## config.mk

```make
export PLATFORM = sky130hd
export DESIGN_NAME = rx_engine_top
export DESIGN_NICKNAME = d
export VERILOG_FILES = /design/src/rtl/pcie_cq_pkg.sv /design/src/rtl/rx_monitor_pkg.sv /design/src/rtl/cq_request_decoder.sv /design/src/rtl/cq_write_packer.sv /design/src/rtl/throughput_monitor.sv /design/src/rtl/rx_engine_top.sv
export SDC_FILE = /design/constraint.sdc
export NUM_CORES = 1
export LEC_CHECK = 0
export BUFFER_PORTS_ARGS = -buffer_cell sky130_fd_sc_hd__buf_2
export CORE_AREA = 4 4 353 355
export CTS_CLUSTER_SIZE = 25
export DETAILED_ROUTE_END_ITERATION = 10
export DIE_AREA = 0 0 357 359
export PLACE_DENSITY = 0.51
export SLEW_MARGIN = 20
export SYNTH_ARGS = -nofsm -noshare
export SYNTH_HDL_FRONTEND = slang
export SYNTH_SLANG_ARGS = --single-unit
```

## constraint.sdc

```tcl
create_clock -name clk -period 13.5 [get_ports clk]
set_clock_uncertainty 0.15 [all_clocks]
set_input_delay 4.05 -clock clk [delete_from_list [all_inputs] [get_ports clk]]
set_output_delay 4.05 -clock clk [all_outputs]
set_load 0.05 [all_outputs]
```

## src/rtl/pcie_cq_pkg.sv

```systemverilog
// completer-request path definitions
// beat, DW and header field widths, request type codes
// header field offsets within the first beat
// packed structs for stream beats, read requests, write events and FIFO words

package pcie_cq_pkg;

   localparam int cq_data_w = 256;
   localparam int dw_w      = 32;
   localparam int half_w    = cq_data_w / 2;  // 128, one header or payload half
   localparam int len_w     = 11;             // DW count field
   localparam int addr_w    = 11;             // DW address kept from a read
   localparam int type_w    = 4;
   localparam int tc_w      = 3;
   localparam int attr_w    = 3;
   localparam int rid_w     = 16;
   localparam int tag_w     = 8;
   localparam int be_w      = 8;

   localparam logic [type_w-1:0] req_type_rd = 4'd0;  // memory read
   localparam logic [type_w-1:0] req_type_wr = 4'd1;  // memory write

   // header fields, lower 128 bits of the first beat
   localparam int addr_lsb = 2;    // DW aligned
   localparam int len_lsb  = 64;
   localparam int type_lsb = 75;
   localparam int rid_lsb  = 80;
   localparam int tag_lsb  = 96;
   localparam int tc_lsb   = 121;
   localparam int attr_lsb = 124;

   localparam logic [len_w-1:0] head_dw = 11'd4;  // payload DWs in the header beat
   localparam logic [len_w-1:0] beat_dw = 11'd8;  // payload DWs in later beats

   typedef struct packed {
      logic [cq_data_w-1:0] data;
      logic                 last;
      logic [be_w-1:0]      first_be;
   } cq_beat_t;

   typedef struct packed {
      logic [tc_w-1:0]   tc;
      logic [attr_w-1:0] attr;
      logic [len_w-1:0]  len;
      logic [rid_w-1:0]  rid;
      logic [tag_w-1:0]  tag;
      logic [be_w-1:0]   be;
      logic [addr_w-1:0] addr;
   } rd_req_t;

   typedef struct packed {
      logic                 start;  // header beat
      logic [len_w-1:0]     len;    // valid with start only
      logic [cq_data_w-1:0] data;
   } wr_evt_t;

   typedef struct packed {
      logic [cq_data_w-1:0] data;
      logic                 last;
   } fifo_word_t;

endpackage

```

## src/rtl/rx_monitor_pkg.sv

```systemverilog
// throughput monitor definitions
// measurement window, counter width, history depth and history type

package rx_monitor_pkg;

   // 100 ms at 250 MHz
   localparam int window_cycles_default = 25_000_000;

   localparam int count_w = 32;     // FIFO words per window
   localparam int hist_depth = 10;  // samples kept

   // entry 0 holds the newest sample
   typedef logic [hist_depth-1:0][count_w-1:0] tp_hist_t;

endpackage

```

## src/rtl/cq_request_decoder.sv

```systemverilog
// completer-request decoder
// start-of-packet tracking on the completer stream
// header decode of type and length
// single-DW read capture, held until the completion side is done
// write beats forwarded to the packer as one-cycle events

`timescale 1ns/100ps

module cq_request_decoder (
   input  logic                  clk,
   input  logic                  rst_n,
   input  logic                  cq_valid_i,
   input  pcie_cq_pkg::cq_beat_t cq_beat_i,
   input  logic                  compl_done_i,
   input  logic                  flush_stall_i,
   output logic                  cq_ready_o,
   output logic                  req_compl_o,
   output pcie_cq_pkg::rd_req_t  rd_req_o,
   output logic                  wr_evt_valid_o,
   output pcie_cq_pkg::wr_evt_t  wr_evt_o
);

   typedef enum logic {
      st_idle,
      st_rd_wait     // completion in flight, stream held
   } state_t;

   state_t state_q;
   logic   ready_q;
   logic   in_pkt_q;   // past the header beat
   logic   wr_pkt_q;   // current packet is a write
   logic   drain_q;    // packer still owes a flush word

   logic                           sop;
   logic                           take;
   logic [pcie_cq_pkg::type_w-1:0] hdr_type;
   logic [pcie_cq_pkg::len_w-1:0]  hdr_len;
   logic                           hdr_wr;
   logic                           hdr_rd1;
   logic                           rd_block;
   logic                           rd_hit;
   logic                           wr_beat;

   ////////////////////////////////////////////////////////////////////////////
   // header decode
   ////////////////////////////////////////////////////////////////////////////
   assign sop      = cq_valid_i && !in_pkt_q;
   assign hdr_type = cq_beat_i.data[pcie_cq_pkg::type_lsb +: pcie_cq_pkg::type_w];
   assign hdr_len  = cq_beat_i.data[pcie_cq_pkg::len_lsb +: pcie_cq_pkg::len_w];
   assign hdr_wr   = hdr_type == pcie_cq_pkg::req_type_wr;
   assign hdr_rd1  = (hdr_type == pcie_cq_pkg::req_type_rd) &&
                     (hdr_len == pcie_cq_pkg::len_w'(1));    // only 1 DW reads served

   // a read header waits until the last write word has left the packer
   assign rd_block   = sop && hdr_rd1 && (wr_evt_valid_o || drain_q);
   assign cq_ready_o = ready_q && !flush_stall_i && !rd_block;
   assign take       = cq_valid_i && cq_ready_o;
   assign rd_hit     = take && sop && hdr_rd1;
   assign wr_beat    = take && (sop ? hdr_wr : wr_pkt_q);

   // packet tracking
   always_ff @(posedge clk) begin
      if (!rst_n) begin
         in_pkt_q <= 1'b0;
         wr_pkt_q <= 1'b0;
      end else if (take) begin
         in_pkt_q <= !cq_beat_i.last;
         wr_pkt_q <= !cq_beat_i.last && (sop ? hdr_wr : wr_pkt_q);
      end
   end

   ////////////////////////////////////////////////////////////////////////////
   // read FSM, owns ready
   ////////////////////////////////////////////////////////////////////////////
   always_ff @(posedge clk) begin
      if (!rst_n) begin
         state_q     <= st_idle;
         ready_q     <= 1'b1;
         req_compl_o <= 1'b0;
      end else begin
         case (state_q)
            st_idle: begin
               if (rd_hit) begin
                  state_q     <= st_rd_wait;
                  ready_q     <= 1'b0;           // stop the stream
                  req_compl_o <= 1'b1;
               end else begin
                  ready_q <= 1'b1;               // reopens one cycle after done
               end
            end
            st_rd_wait: begin
               if (compl_done_i) begin
                  state_q     <= st_idle;
                  req_compl_o <= 1'b0;
               end
            end
         endcase
      end
   end

   // captured read fields
   always_ff @(posedge clk) begin
      if (rd_hit) begin
         rd_req_o.tc   <= cq_beat_i.data[pcie_cq_pkg::tc_lsb +: pcie_cq_pkg::tc_w];
         rd_req_o.attr <= cq_beat_i.data[pcie_cq_pkg::attr_lsb +: pcie_cq_pkg::attr_w];
         rd_req_o.len  <= hdr_len;
         rd_req_o.rid  <= cq_beat_i.data[pcie_cq_pkg::rid_lsb +: pcie_cq_pkg::rid_w];
         rd_req_o.tag  <= cq_beat_i.data[pcie_cq_pkg::tag_lsb +: pcie_cq_pkg::tag_w];
         rd_req_o.be   <= cq_beat_i.first_be;
         rd_req_o.addr <= cq_beat_i.data[pcie_cq_pkg::addr_lsb +: pcie_cq_pkg::addr_w];
      end
   end

   ////////////////////////////////////////////////////////////////////////////
   // write events
   ////////////////////////////////////////////////////////////////////////////
   always_ff @(posedge clk) begin
      if (!rst_n) begin
         wr_evt_valid_o <= 1'b0;
         drain_q        <= 1'b0;
      end else begin
         wr_evt_valid_o <= wr_beat;
         drain_q        <= flush_stall_i;  // flush word goes out next cycle
      end
   end

   always_ff @(posedge clk) begin
      if (wr_beat) begin
         wr_evt_o.start <= sop;
         wr_evt_o.len   <= hdr_len;         // meaningless on payload beats
         wr_evt_o.data  <= cq_beat_i.data;
      end
   end

endmodule

```

## src/rtl/cq_write_packer.sv

```systemverilog
// write payload packer
// joins the held upper half of one beat with the lower half of the next
// into 256-bit FIFO words, DW 0 in the low bits
// zero fill past the packet end, last flag on the final word
// short packets straight from the header beat, flush word for leftovers

`timescale 1ns/100ps

module cq_write_packer (
   input  logic                    clk,
   input  logic                    rst_n,
   input  logic                    wr_evt_valid_i,
   input  pcie_cq_pkg::wr_evt_t    wr_evt_i,
   output logic                    fifo_we_o,
   output pcie_cq_pkg::fifo_word_t fifo_word_o,
   output logic                    flush_stall_o
);

   logic [pcie_cq_pkg::len_w-1:0]  rem_q;    // DWs not yet written out
   logic [pcie_cq_pkg::half_w-1:0] hold_q;   // upper half of the previous beat

   logic                           hdr_evt;
   logic                           dat_evt;
   logic                           short_pkt;
   logic                           rem_gt_beat;
   logic                           rem_ends;
   logic                           flush_now;
   logic [pcie_cq_pkg::half_w-1:0] upper;
   logic [pcie_cq_pkg::half_w-1:0] lower;

   // lower n DWs set, n above one word saturates
   function automatic logic [pcie_cq_pkg::cq_data_w-1:0] dw_mask(
      input logic [pcie_cq_pkg::len_w-1:0] n
   );
      logic [pcie_cq_pkg::cq_data_w-1:0] m;
      m = '0;
      for (int i = 0; i < int'(pcie_cq_pkg::beat_dw); i++) begin
         if (int'(n) > i) begin
            m[i*pcie_cq_pkg::dw_w +: pcie_cq_pkg::dw_w] = '1;
         end
      end
      return m;
   endfunction

   assign upper = wr_evt_i.data[pcie_cq_pkg::cq_data_w-1 -: pcie_cq_pkg::half_w];
   assign lower = wr_evt_i.data[pcie_cq_pkg::half_w-1:0];

   assign hdr_evt     = wr_evt_valid_i && wr_evt_i.start;
   assign dat_evt     = wr_evt_valid_i && !wr_evt_i.start && (rem_q != '0);
   assign short_pkt   = wr_evt_i.len <= pcie_cq_pkg::head_dw;  // fits the header beat
   assign rem_gt_beat = rem_q > pcie_cq_pkg::beat_dw;

   // ending beat, its upper half spills into one more word
   assign rem_ends    = rem_gt_beat &&
                        (rem_q <= pcie_cq_pkg::beat_dw + pcie_cq_pkg::head_dw);
   assign flush_now   = (rem_q != '0) && (rem_q <= pcie_cq_pkg::head_dw);

   assign flush_stall_o = dat_evt && rem_ends;

   ////////////////////////////////////////////////////////////////////////////
   // remaining count and write strobe
   ////////////////////////////////////////////////////////////////////////////
   always_ff @(posedge clk) begin
      if (!rst_n) begin
         rem_q     <= '0;
         fifo_we_o <= 1'b0;
      end else begin
         fifo_we_o <= 1'b0;
         if (hdr_evt) begin
            fifo_we_o <= short_pkt;
            rem_q     <= short_pkt ? '0 : wr_evt_i.len;
         end else if (dat_evt) begin
            fifo_we_o <= 1'b1;
            rem_q     <= rem_gt_beat ? rem_q - pcie_cq_pkg::beat_dw : '0;
         end else if (flush_now) begin
            fifo_we_o <= 1'b1;                 // leftover upper half
            rem_q     <= '0;
         end
      end
   end

   ////////////////////////////////////////////////////////////////////////////
   // word assembly
   ////////////////////////////////////////////////////////////////////////////
   always_ff @(posedge clk) begin
      if (hdr_evt) begin
         hold_q           <= upper;            // DW 0..3
         fifo_word_o.data <= {{pcie_cq_pkg::half_w{1'b0}}, upper} & dw_mask(wr_evt_i.len);
         fifo_word_o.last <= 1'b1;
      end else if (dat_evt) begin
         hold_q           <= upper;
         fifo_word_o.data <= {lower, hold_q} & dw_mask(rem_q);
         fifo_word_o.last <= !rem_gt_beat;
      end else if (flush_now) begin
         fifo_word_o.data <= {{pcie_cq_pkg::half_w{1'b0}}, hold_q} & dw_mask(rem_q);
         fifo_word_o.last <= 1'b1;
      end
   end

endmodule

```

## src/rtl/throughput_monitor.sv

```systemverilog
// throughput monitor
// window counter wrapping every window_cycles clocks
// FIFO word counter restarted at each wrap
// shift register history of finished window counts, newest in entry 0

`timescale 1ns/100ps

module throughput_monitor #(
   parameter int window_cycles = rx_monitor_pkg::window_cycles_default
) (
   input  logic                     clk,
   input  logic                     rst_n,
   input  logic                     clear_i,
   input  logic                     sample_en_i,
   input  logic                     fifo_we_i,
   output rx_monitor_pkg::tp_hist_t tp_hist_o
);

   logic [rx_monitor_pkg::count_w-1:0] win_q;  // cycles into the window
   logic [rx_monitor_pkg::count_w-1:0] cnt_q;  // words in this window
   logic                               wrap;

   assign wrap = win_q == rx_monitor_pkg::count_w'(window_cycles - 1);

   always_ff @(posedge clk) begin
      if (!rst_n) begin
         win_q <= '0;
      end else if (clear_i) begin
         win_q <= '0;
      end else if (wrap) begin
         win_q <= '0;
      end else begin
         win_q <= win_q + 1'b1;
      end
   end

   // a write on the wrap cycle counts toward the new window
   always_ff @(posedge clk) begin
      if (!rst_n) begin
         cnt_q <= '0;
      end else if (clear_i) begin
         cnt_q <= '0;
      end else if (wrap) begin
         cnt_q <= {{(rx_monitor_pkg::count_w-1){1'b0}}, fifo_we_i};
      end else if (fifo_we_i) begin
         cnt_q <= cnt_q + 1'b1;
      end
   end

   ////////////////////////////////////////////////////////////////////////////
   // history
   ////////////////////////////////////////////////////////////////////////////
   always_ff @(posedge clk) begin
      if (!rst_n) begin
         tp_hist_o <= '0;
      end else if (clear_i) begin
         tp_hist_o <= '0;
      end else if (wrap && sample_en_i) begin
         tp_hist_o <= {tp_hist_o[rx_monitor_pkg::hist_depth-2:0], cnt_q};  // oldest drops
      end
   end

endmodule

```

## src/rtl/rx_engine_top.sv

```systemverilog
// completer-request receive engine top level
// request decoder, write packer and throughput monitor

`timescale 1ns/100ps

module rx_engine_top #(
   parameter int window_cycles = rx_monitor_pkg::window_cycles_default
) (
   input  logic                     clk,
   input  logic                     rst_n,
   input  logic                     cq_valid_i,
   input  pcie_cq_pkg::cq_beat_t    cq_beat_i,
   input  logic                     compl_done_i,
   input  logic                     tp_clear_i,
   input  logic                     tp_sample_en_i,
   output logic                     cq_ready_o,
   output logic                     req_compl_o,
   output pcie_cq_pkg::rd_req_t     rd_req_o,
   output logic                     fifo_we_o,
   output pcie_cq_pkg::fifo_word_t  fifo_word_o,
   output rx_monitor_pkg::tp_hist_t tp_hist_o
);

   logic                 wr_evt_valid;
   pcie_cq_pkg::wr_evt_t wr_evt;
   logic                 flush_stall;   // packer holds the stream one cycle

   cq_request_decoder u_decoder (
      .clk            (clk),
      .rst_n          (rst_n),
      .cq_valid_i     (cq_valid_i),
      .cq_beat_i      (cq_beat_i),
      .compl_done_i   (compl_done_i),
      .flush_stall_i  (flush_stall),
      .cq_ready_o     (cq_ready_o),
      .req_compl_o    (req_compl_o),
      .rd_req_o       (rd_req_o),
      .wr_evt_valid_o (wr_evt_valid),
      .wr_evt_o       (wr_evt)
   );

   cq_write_packer u_packer (
      .clk            (clk),
      .rst_n          (rst_n),
      .wr_evt_valid_i (wr_evt_valid),
      .wr_evt_i       (wr_evt),
      .fifo_we_o      (fifo_we_o),
      .fifo_word_o    (fifo_word_o),
      .flush_stall_o  (flush_stall)
   );

   // counts packed FIFO words
   throughput_monitor #(
      .window_cycles (window_cycles)
   ) u_monitor (
      .clk         (clk),
      .rst_n       (rst_n),
      .clear_i     (tp_clear_i),
      .sample_en_i (tp_sample_en_i),
      .fifo_we_i   (fifo_we_o),
      .tp_hist_o   (tp_hist_o)
   );

endmodule

```

* Word-level counts from Yosys, hierarchy flattened
Index checks and enable logic that the tools add are counted.
Word-level totals: flip-flop bits (word level) 1116, output and inout bits 640
Operators by class: add/sub/neg operators 3, magnitude comparators 20, eq/ne operators 5, muxes and demuxes 87, bitwise logic cells 5, reductions and logical operators 34
Operators by type and width (count):
- $mux 32 | 64
- $mux 257 | 3
- $and 128x256->256 | 2
- $and 256x256->256 | 1
- $mux 128 | 2
- $gt 11x3->1 const B | 8
- $add 32x1->32 const B | 2
- $mux 11 | 5
- $gt 11x1->1 const B | 4
- $gt 11x2->1 const B | 4
- $eq 32x25->1 const B | 1
- $le 11x3->1 const B | 2
- $logic_and 1x1->1 | 18
- $eq 11x1->1 const B | 1
- $gt 11x4->1 const B | 1
- $le 11x4->1 const B | 1
- $mux 1 | 11
- $reduce_bool 11->1 | 1
- $sub 11x4->11 const B | 1
- $logic_not 1->1 | 6
- $reduce_bool 2->1 | 3
- $eq 4x1->1 const B | 1
- $logic_not 4->1 | 1
- $pmux 1 s2 | 2
- other kinds (8) | 9

* Longest topological paths before layout
Gate-level depths: netlist (run 1).
depth after elaboration 12, mapped depth 9, mapped depth without buffers 7

* By module
From an unflattened synthesis (run 1), not the netlist that was laid out.
Second synthesis, totals: cells, all modules 2927, area total of the unflattened synthesis 38451.9 µm²
Modules (own cells, without submodules):
- cq_write_packer | instances 1, cells each 821, area an instance 14651.6 µm²
- throughput_monitor | instances 1, cells each 1738, area an instance 13815.8 µm²
- cq_request_decoder | instances 1, cells each 368, area an instance 9984.6 µm²

* Worst setup path before layout (run 1)
OpenSTA, ideal clock, no wires.
kind input port to flip-flop, start point input cq_beat_i[85] in the netlist's numbering, end point register u_decoder.wr_evt_o[0] in the netlist's numbering (enable), setup time 0.652 ns, arrival time 10.697 ns, data required time 12.698 ns, path slack 2.002 ns, cell stages on the path 3, path buffers 0, path through or4_1 o21ai_0 and2_1
On the way: cells in the longest elaborated chain, start to end 8
Ends and longest elaborated chain:
- start: declaration | RTL line rx_engine_top.sv:12 | input pcie_cq_pkg::cq_beat_t cq_beat_i,
- $logic_not 4->1 | RTL line cq_request_decoder.sv:51 | assign hdr_rd1 = (hdr_type == pcie_cq_pkg::req_type_rd) &&
- $logic_and 1x1->1 | RTL line cq_request_decoder.sv:51
- $logic_and 1x1->1 (2 in a row) | RTL line cq_request_decoder.sv:55 | assign rd_block = sop && hdr_rd1 && (wr_evt_valid_o || drain_q);
- $logic_not 1->1 | RTL line cq_request_decoder.sv:56 | assign cq_ready_o = ready_q && !flush_stall_i && !rd_block;
- $logic_and 1x1->1 | RTL line cq_request_decoder.sv:56
- $logic_and 1x1->1 | RTL line cq_request_decoder.sv:57 | assign take = cq_valid_i && cq_ready_o;
- $logic_and 1x1->1 (*) | RTL line cq_request_decoder.sv:59 | assign wr_beat = take && (sop ? hdr_wr : wr_pkt_q);
- net u_decoder.wr_beat | RTL line cq_request_decoder.sv:42 | logic wr_beat;
- end: declaration | RTL line cq_request_decoder.sv:20 | output pcie_cq_pkg::wr_evt_t wr_evt_o
The timed path passes the listed nets; every way through them passes the cells marked *. A chain may end at the register's enable or synchronous reset.

* Worst setup path after layout (run 1)
start point input cq_beat_i[74] in the netlist's numbering, end point output cq_ready_o
On the way: cells in the longest elaborated chain, start to end 6
Ends and longest elaborated chain:
- $eq 11x1->1 | RTL line cq_request_decoder.sv:52 | (hdr_len == pcie_cq_pkg::len_w'(1));
- $logic_and 1x1->1 | RTL line cq_request_decoder.sv:51
- $logic_and 1x1->1 (2 in a row) | RTL line cq_request_decoder.sv:55
- $logic_not 1->1 | RTL line cq_request_decoder.sv:56
- $logic_and 1x1->1 | RTL line cq_request_decoder.sv:56
- end: declaration | RTL line rx_engine_top.sv:16 | output logic cq_ready_o,
Every way passes these cells.

==> flow_metrics.tcl, run 1 <==
set metrics [dict create \
    status "finished clean" \
    worst_slack_ps 3160 \
    synth_fp_nets 3170 \
    postLayoutCoreUtil 0.401 \
    insertion_delay_ps 730 \
    grt_pass1_vias 24400 \
    area_growth_pct 27.2 \
    die_y_um 359 \
    yosysTopAreaCellShare 0.551 \
    wl_per_cell_um 21.8 \
    hold_start "u_decoder.wr_evt_o[214]" \
    max-clock-path-buffers 3 \
    synth.distinct_cells 54 \
    rsz0062_at_grt "false" \
    synth_warnings 0 \
    hp-class "flip-flop to flip-flop" \
    stdcell_count 5534 \
    peakVddDrop_mv 0.122 \
    synth.area.top_cells "edfxtp_1 (55%), dfxtp_1 (21%), nand2_1 (6.6%)" \
    arrival_ps 6140 \
    grt_max_degree 137 \
    ys_seq_area_frac 0.762 \
    period_needed_ps 10340 \
    drtIter0Drc 2318 \
    num-nets-final 4066 \
    grt.overflow.total 0 \
    antenna_left 0 \
    wl_met3_um 8240 \
    cts_sinks 1105 \
    numPortBuffers 910 \
    rows 128 \
    clk_pin_slew_ps 60 \
    synth.most_common_cell "edfxtp_1" \
    slew_violations 0 \
    routed_wirelength_um 121000 \
    grt_usage 0.181 \
    max_slew_margin 0.224 \
    place_congestion 0.836 \
    drv_cap 0 \
    synthArstFlopShare 0 \
    yosys_register_bits 1105 \
    coreArea_um2 121000 \
    startpoint_type "input pin" \
    cts-root-buf "clkbuf_16" \
    synth_cells 2894 \
    power_density_nw_per_um2 146 \
    wl_met2_um 58400 \
    ctsHoldBuffers 0 \
    drive_gt1_frac 0.297 \
    place_area_um2 44500 \
    fin_setup_tns_ps 0 \
    io_pins 911 \
    numCtsBuffers 118 \
    dpl.hpwl_um 85400 \
    crit_required_ps 9300 \
    routed.top_layer "met5" \
    syn_area_per_cell_um2 13.2 \
    h-tree-depth 3 \
    cellLeakagePower_nw 17.5 \
    drtPass1Iterations 5 \
    vias 25500 \
    setup_viol 0 \
    hold_viol 0 \
    route.detailed.drc 0 \
    fp.dieW_um 357 \
    ctsResizeCount 0 \
    syn_area_um2 38200 \
    worst_setup_path_end_kind "primary output" \
    worst_pin_slew_ps 1150 \
    critPathMaxFanout 3 \
    r2r-start "u_packer.rem_q[4]" \
    fmaxAchievable_mhz 96.7 \
    antenna_found_initial 20 \
    netlist_top_cells_count "edfxtp_1 (701), nand2_1 (674), dfxtp_1 (404), a21oi_1 (332), and2_1 (135)" \
    tritoncts "done" \
    post_cts_buffers 0 \
    fin_crit_sh 0.766 \
    crit_start "cq_beat_i[74]" \
    wl_met1_um 50200 \
    vias_per_cell 4.61 \
    die-area_um2 128000 \
    fin_area_um2 48700 \
    start_util 0.315 \
    synth_edf_count 701 \
    synth_top_cell_by_area "edfxtp_1" \
    pre_cts_slack_ps 3280 \
    path_class "input pin to primary output" \
    placed_cells 5295 \
    yosys_most_used_dff "edfxtp_1" \
    grt_pass1_wl_um 172000 \
]
==> power by group <==
| group | switching [W] | internal (W) |
|---|---|---|
| sequential | 0.00000496 | 0.00359 |
| combinational | 0.0000847 | 0.0000392 |
| clock | 0.00137 | 0.00200 |
==> area by class of cell <==
class / instances / area [um^2]
Antenna cell: 16 / 40.0
Clock buffer: 164 / 3460
Clock inverter: 59 / 634
Fill cell: 11800 / 72700
Inverter: 21 / 86.3
Multi-Input combinational cell: 1602 / 8450
Sequential cell: 1105 / 29100
Tap cell: 1625 / 2030
Timing Repair Buffer: 942 / 4810
==> final timing paths <==
kind	to	slack (ps)	cells after the start
worst min-delay path	u_packer.hold_q[86]	300	0
worst max-delay path	cq_ready_o	3160	6
worst min register to register	u_packer.hold_q[86]	300	0
worst max register to register	u_packer.fifo_word_o[94]	8680	8
==> critical path, stage by stage <==
cell and delay [ps]:
buf_2 110, nor4b_1 970, nand2_1 230, nor4b_1 450, nor2_1 90, buf_2 230
==> cells in the final DEF, fill, tap and decap left out, types with 4 or more instances in the layout <==
master,Yosys,final
buf_2,42,910
edfxtp_1,701,701
nand2_1,674,673
dfxtp_1,404,404
a21oi_1,332,331
and2_1,135,133
a22o_1,131,131
clkbuf_16,0,124
nor2_1,90,85
xnor2_1,41,41
buf_4,0,31
xor2_1,23,23
clkinv_1,1,22
nor3_1,22,21
clkbuf_8,0,21
nand3_1,20,20
inv_1,20,19
clkbuf_1,119,19
nand4_1,17,17
clkinv_2,0,17
diode_2,0,16
nor4_1,15,15
and4_1,12,11
bufinv_16,0,11
o21ai_0,8,8
or3_1,7,7
and3_1,7,7
nor2_2,4,5
a222oi_1,5,5
ha_1,5,5
nor2_4,0,4
nand2b_1,5,4
nor4_2,4,4
o21a_1,4,4
==> registers in the layout, summed over array words and instances (netlist names), 11 cells and up <==
| signal | count |
|---|---|
| u_monitor.tp_hist_o | 320 |
| u_decoder.wr_evt_o | 257 |
| u_packer.fifo_word_o | 257 |
| u_packer.hold_q | 128 |
| u_decoder.rd_req_o | 60 |
| u_monitor.cnt_q | 32 |
| u_monitor.win_q | 32 |
| u_packer.rem_q | 11 |
==> cell families after synthesis <==
| logic type | after synthesis | share of synthesized area |
|---|---|---|
| AO/OA/AOI/OAI | 498 | 0.0802 |
| adder cells (fa/ha/maj) | 5 | 0.00164 |
| buffers and inverters | 187 | 0.0202 |
| XOR/XNOR | 64 | 0.0147 |
| multiplexers | 3 | 0.000785 |
| flip-flops | 1105 | 0.762 |
| AND/OR/NAND/NOR | 1032 | 0.120 |
==> through the flow <==
step                total power [W]  hold WS (ps)
finish                      0.00708           295
global route                0.00732           309
CTS                         0.00717           294
detailed placement          0.00379           283
global placement            0.00379           279
floorplan                   0.00372           277
==> per-layer routing <==
metal  track usage  vias up
li1              -    12100
met1         0.230    12400
met2         0.298      838
met3        0.0456      172
met4        0.0653        4
met5             0        -
Power figures use the tool's default switching activity.
==> run 2: changes to the inputs <==
- PLACE_DENSITY: 0.51 -> 0.52
- clock period: 13.5 -> 9.5 ns (I/O delays scaled with it)
==> run 2 against run 1 <==
- routed wire length down 0.36%
- sequential share of layout area is 0.45 points higher
- critical path depth is 1 lower
- highest routed layer unchanged
- hold slack about the same
- largest cell class unchanged
- count of clock-buffer cells in the layout is 9 lower
- register-to-register slack worse by 3400 ps
- combinational power increased by 43%
- critical endpoint unchanged
- sequential power rose by 42%
- final cell count shrank 0.31%
==> flow_metrics.tcl, run 2 (synthesis gave the netlist of run 1 again) <==
set metrics [dict create \
    nFillCells 11800 \
    numCtsBuffers 117 \
    route.detailed.drc 0 \
    cellLeakagePower_nw 17.3 \
    num-nets-final 4059 \
    mostFrequentLayoutCells "buf_2 (910), edfxtp_1 (701), nand2_1 (673)" \
    drtPass1Iterations 5 \
    antenna_left 0 \
    path_class "input pin to primary output" \
    max_slew_margin 0.242 \
    dpl.hpwl_um 84000 \
    drive_gt1_frac 0.295 \
    h-tree-depth 3 \
    r2r_cells 7 \
    place_congestion 0.841 \
    grt.overflow.total 0 \
    fp.dieW_um 357 \
    hp-class "flip-flop to flip-flop" \
    io_pins 911 \
    path_cells "buf_2 -> or4_1 -> nor4b_1 -> nor2_1 -> buf_2" \
    place_area_um2 44500 \
    crit_family "simple AND/OR/NAND/NOR gates" \
    slew_violations 0 \
    r2r-start "u_packer.rem_q[3]" \
    worstHoldEndpoint "u_packer.hold_q[58]" \
    grt_pass1_wl_um 171000 \
    cts_sinks 1105 \
    critPathMaxFanout 3 \
    coreArea_um2 121000 \
    power_density_nw_per_um2 201 \
    die_y_um 359 \
    fin_crit_sh 0.780 \
    grt_pass1_vias 24200 \
    drv_cap 0 \
    wl_per_cell_um 21.8 \
    vias 25500 \
    grt_usage 0.180 \
    crit_buf_inv 2 \
    post_cts_buffers 0 \
    area_growth_pct 26.3 \
    worst_setup_path_end_kind "primary output" \
    stdcell_count 5517 \
    cts-root-buf "clkbuf_16" \
    layout_commonest_cell "buf_2" \
    period_needed_ps 7410 \
    setup_viol 0 \
    numPortBuffers 910 \
    die-area_um2 128000 \
    r2r-end "u_packer.fifo_word_o[94]" \
    min_path_cells 0 \
    rsz0062_at_grt "false" \
    rows 128 \
    crit_required_ps 6500 \
    largest_reg_flops 320 \
    worst_pin_slew_ps 1140 \
    drtIter0Drc 2280 \
    max-clock-path-buffers 3 \
    crit_top_cell "buf_2" \
    vias_per_cell 4.62 \
    ctsResizeCount 0 \
    fin_area_um2 48300 \
    antenna_found_initial 24 \
    hold_start "u_decoder.wr_evt_o[186]" \
    insertion_delay_ps 720 \
    tritoncts "done" \
    cp_slowest_stage_delay_ps 670 \
    hold_viol 0 \
    status "finished clean" \
    fmaxAchievable_mhz 135 \
    routed_wirelength_um 120000 \
    start_util 0.315 \
    reg.largest.list "u_monitor.tp_hist_o (320), u_decoder.wr_evt_o (257), u_packer.fifo_word_o (257)" \
    clk_pin_slew_ps 60 \
    postLayoutCoreUtil 0.398 \
    r2r_setup_slack_ps 5290 \
    largest_register "u_monitor.tp_hist_o" \
    peakVddDrop_mv 0.150 \
    arrival_ps 4410 \
    grt_max_degree 156 \
    ctsHoldBuffers 0 \
    fin_setup_tns_ps 0 \
    crit_path_top_delay_cell "or4_1" \
    placed_cells 5289 \
    startpoint_type "input pin" \
]
==> run 2: cell types whose count changed in the layout (fill, tap and decap cells not counted), sizes merged <==
cell      change
clkinv        +5
clkbuf        -9
buf           -6
inv           +2
diode         -5
bufinv        -6
clkinvlp      +2
==> run 2: cell type report <==
type	instances	area (um^2)	share of cell area
flip-flops and latches	1105	29100	0.603
multi-input cells	1602	8450	0.175
repair buffers	936	4840	0.100
clock buffers	155	3190	0.0661
well taps	1625	2030	0.0421
clock inverters	62	515	0.0107
inverters	21	86.3	0.00179
diodes	11	27.5	0.000570
==> run 2: worst max-delay path by stage <==
stage / start / end / slack, ps / cells past startpoint
2_1_floorplan: cq_beat_i[79] / u_decoder.rd_req_o[0] / 930 / 3
5_1_grt: cq_beat_i[82] / cq_ready_o / 2050 / 5
3_3_place_gp: cq_beat_i[79] / cq_ready_o / 2080 / 5
6_report: cq_beat_i[82] / cq_ready_o / 2090 / 5
4_1_cts: cq_beat_i[82] / cq_ready_o / 2090 / 5
3_5_place_dp: cq_beat_i[82] / cq_ready_o / 2080 / 5
==> run 2: stage by stage <==
step / hold WS (ps) / setup WS (ps) / power, W
after floorplan: 277 / 934 / 0.00529
after global placement: 282 / 2080 / 0.00538
after detailed placement: 284 / 2080 / 0.00538
after CTS: 297 / 2090 / 0.00981
after global routing: 303 / 2050 / 0.0100
final: 296 / 2090 / 0.00969
==> run 2: where the power goes <==
group	internal, W	switching (W)
Sequential	0.00510	0.00000704
Combinational	0.0000561	0.000120
Clock	0.00250	0.00191
==> run 2: worst register-to-register path: cells and delay by family (launching register included) <==
family	cells	cell delay, ps
AO/OA/AOI/OAI	3	1110
adder cells (fa/ha/maj)	1	360
buffers and inverters	3	1440
flip-flops	1	390
==> run 2: metal layers <==
layer  share of wire  GRT usage  wire length, um  up-vias
met4           0.031     0.0620             3760       10
met5         0.00056          0               67        -
li1                -          -                -    12100
met3           0.066     0.0456             7910      201
met1            0.42      0.230            50200    12400
met2            0.48      0.296            58100      807
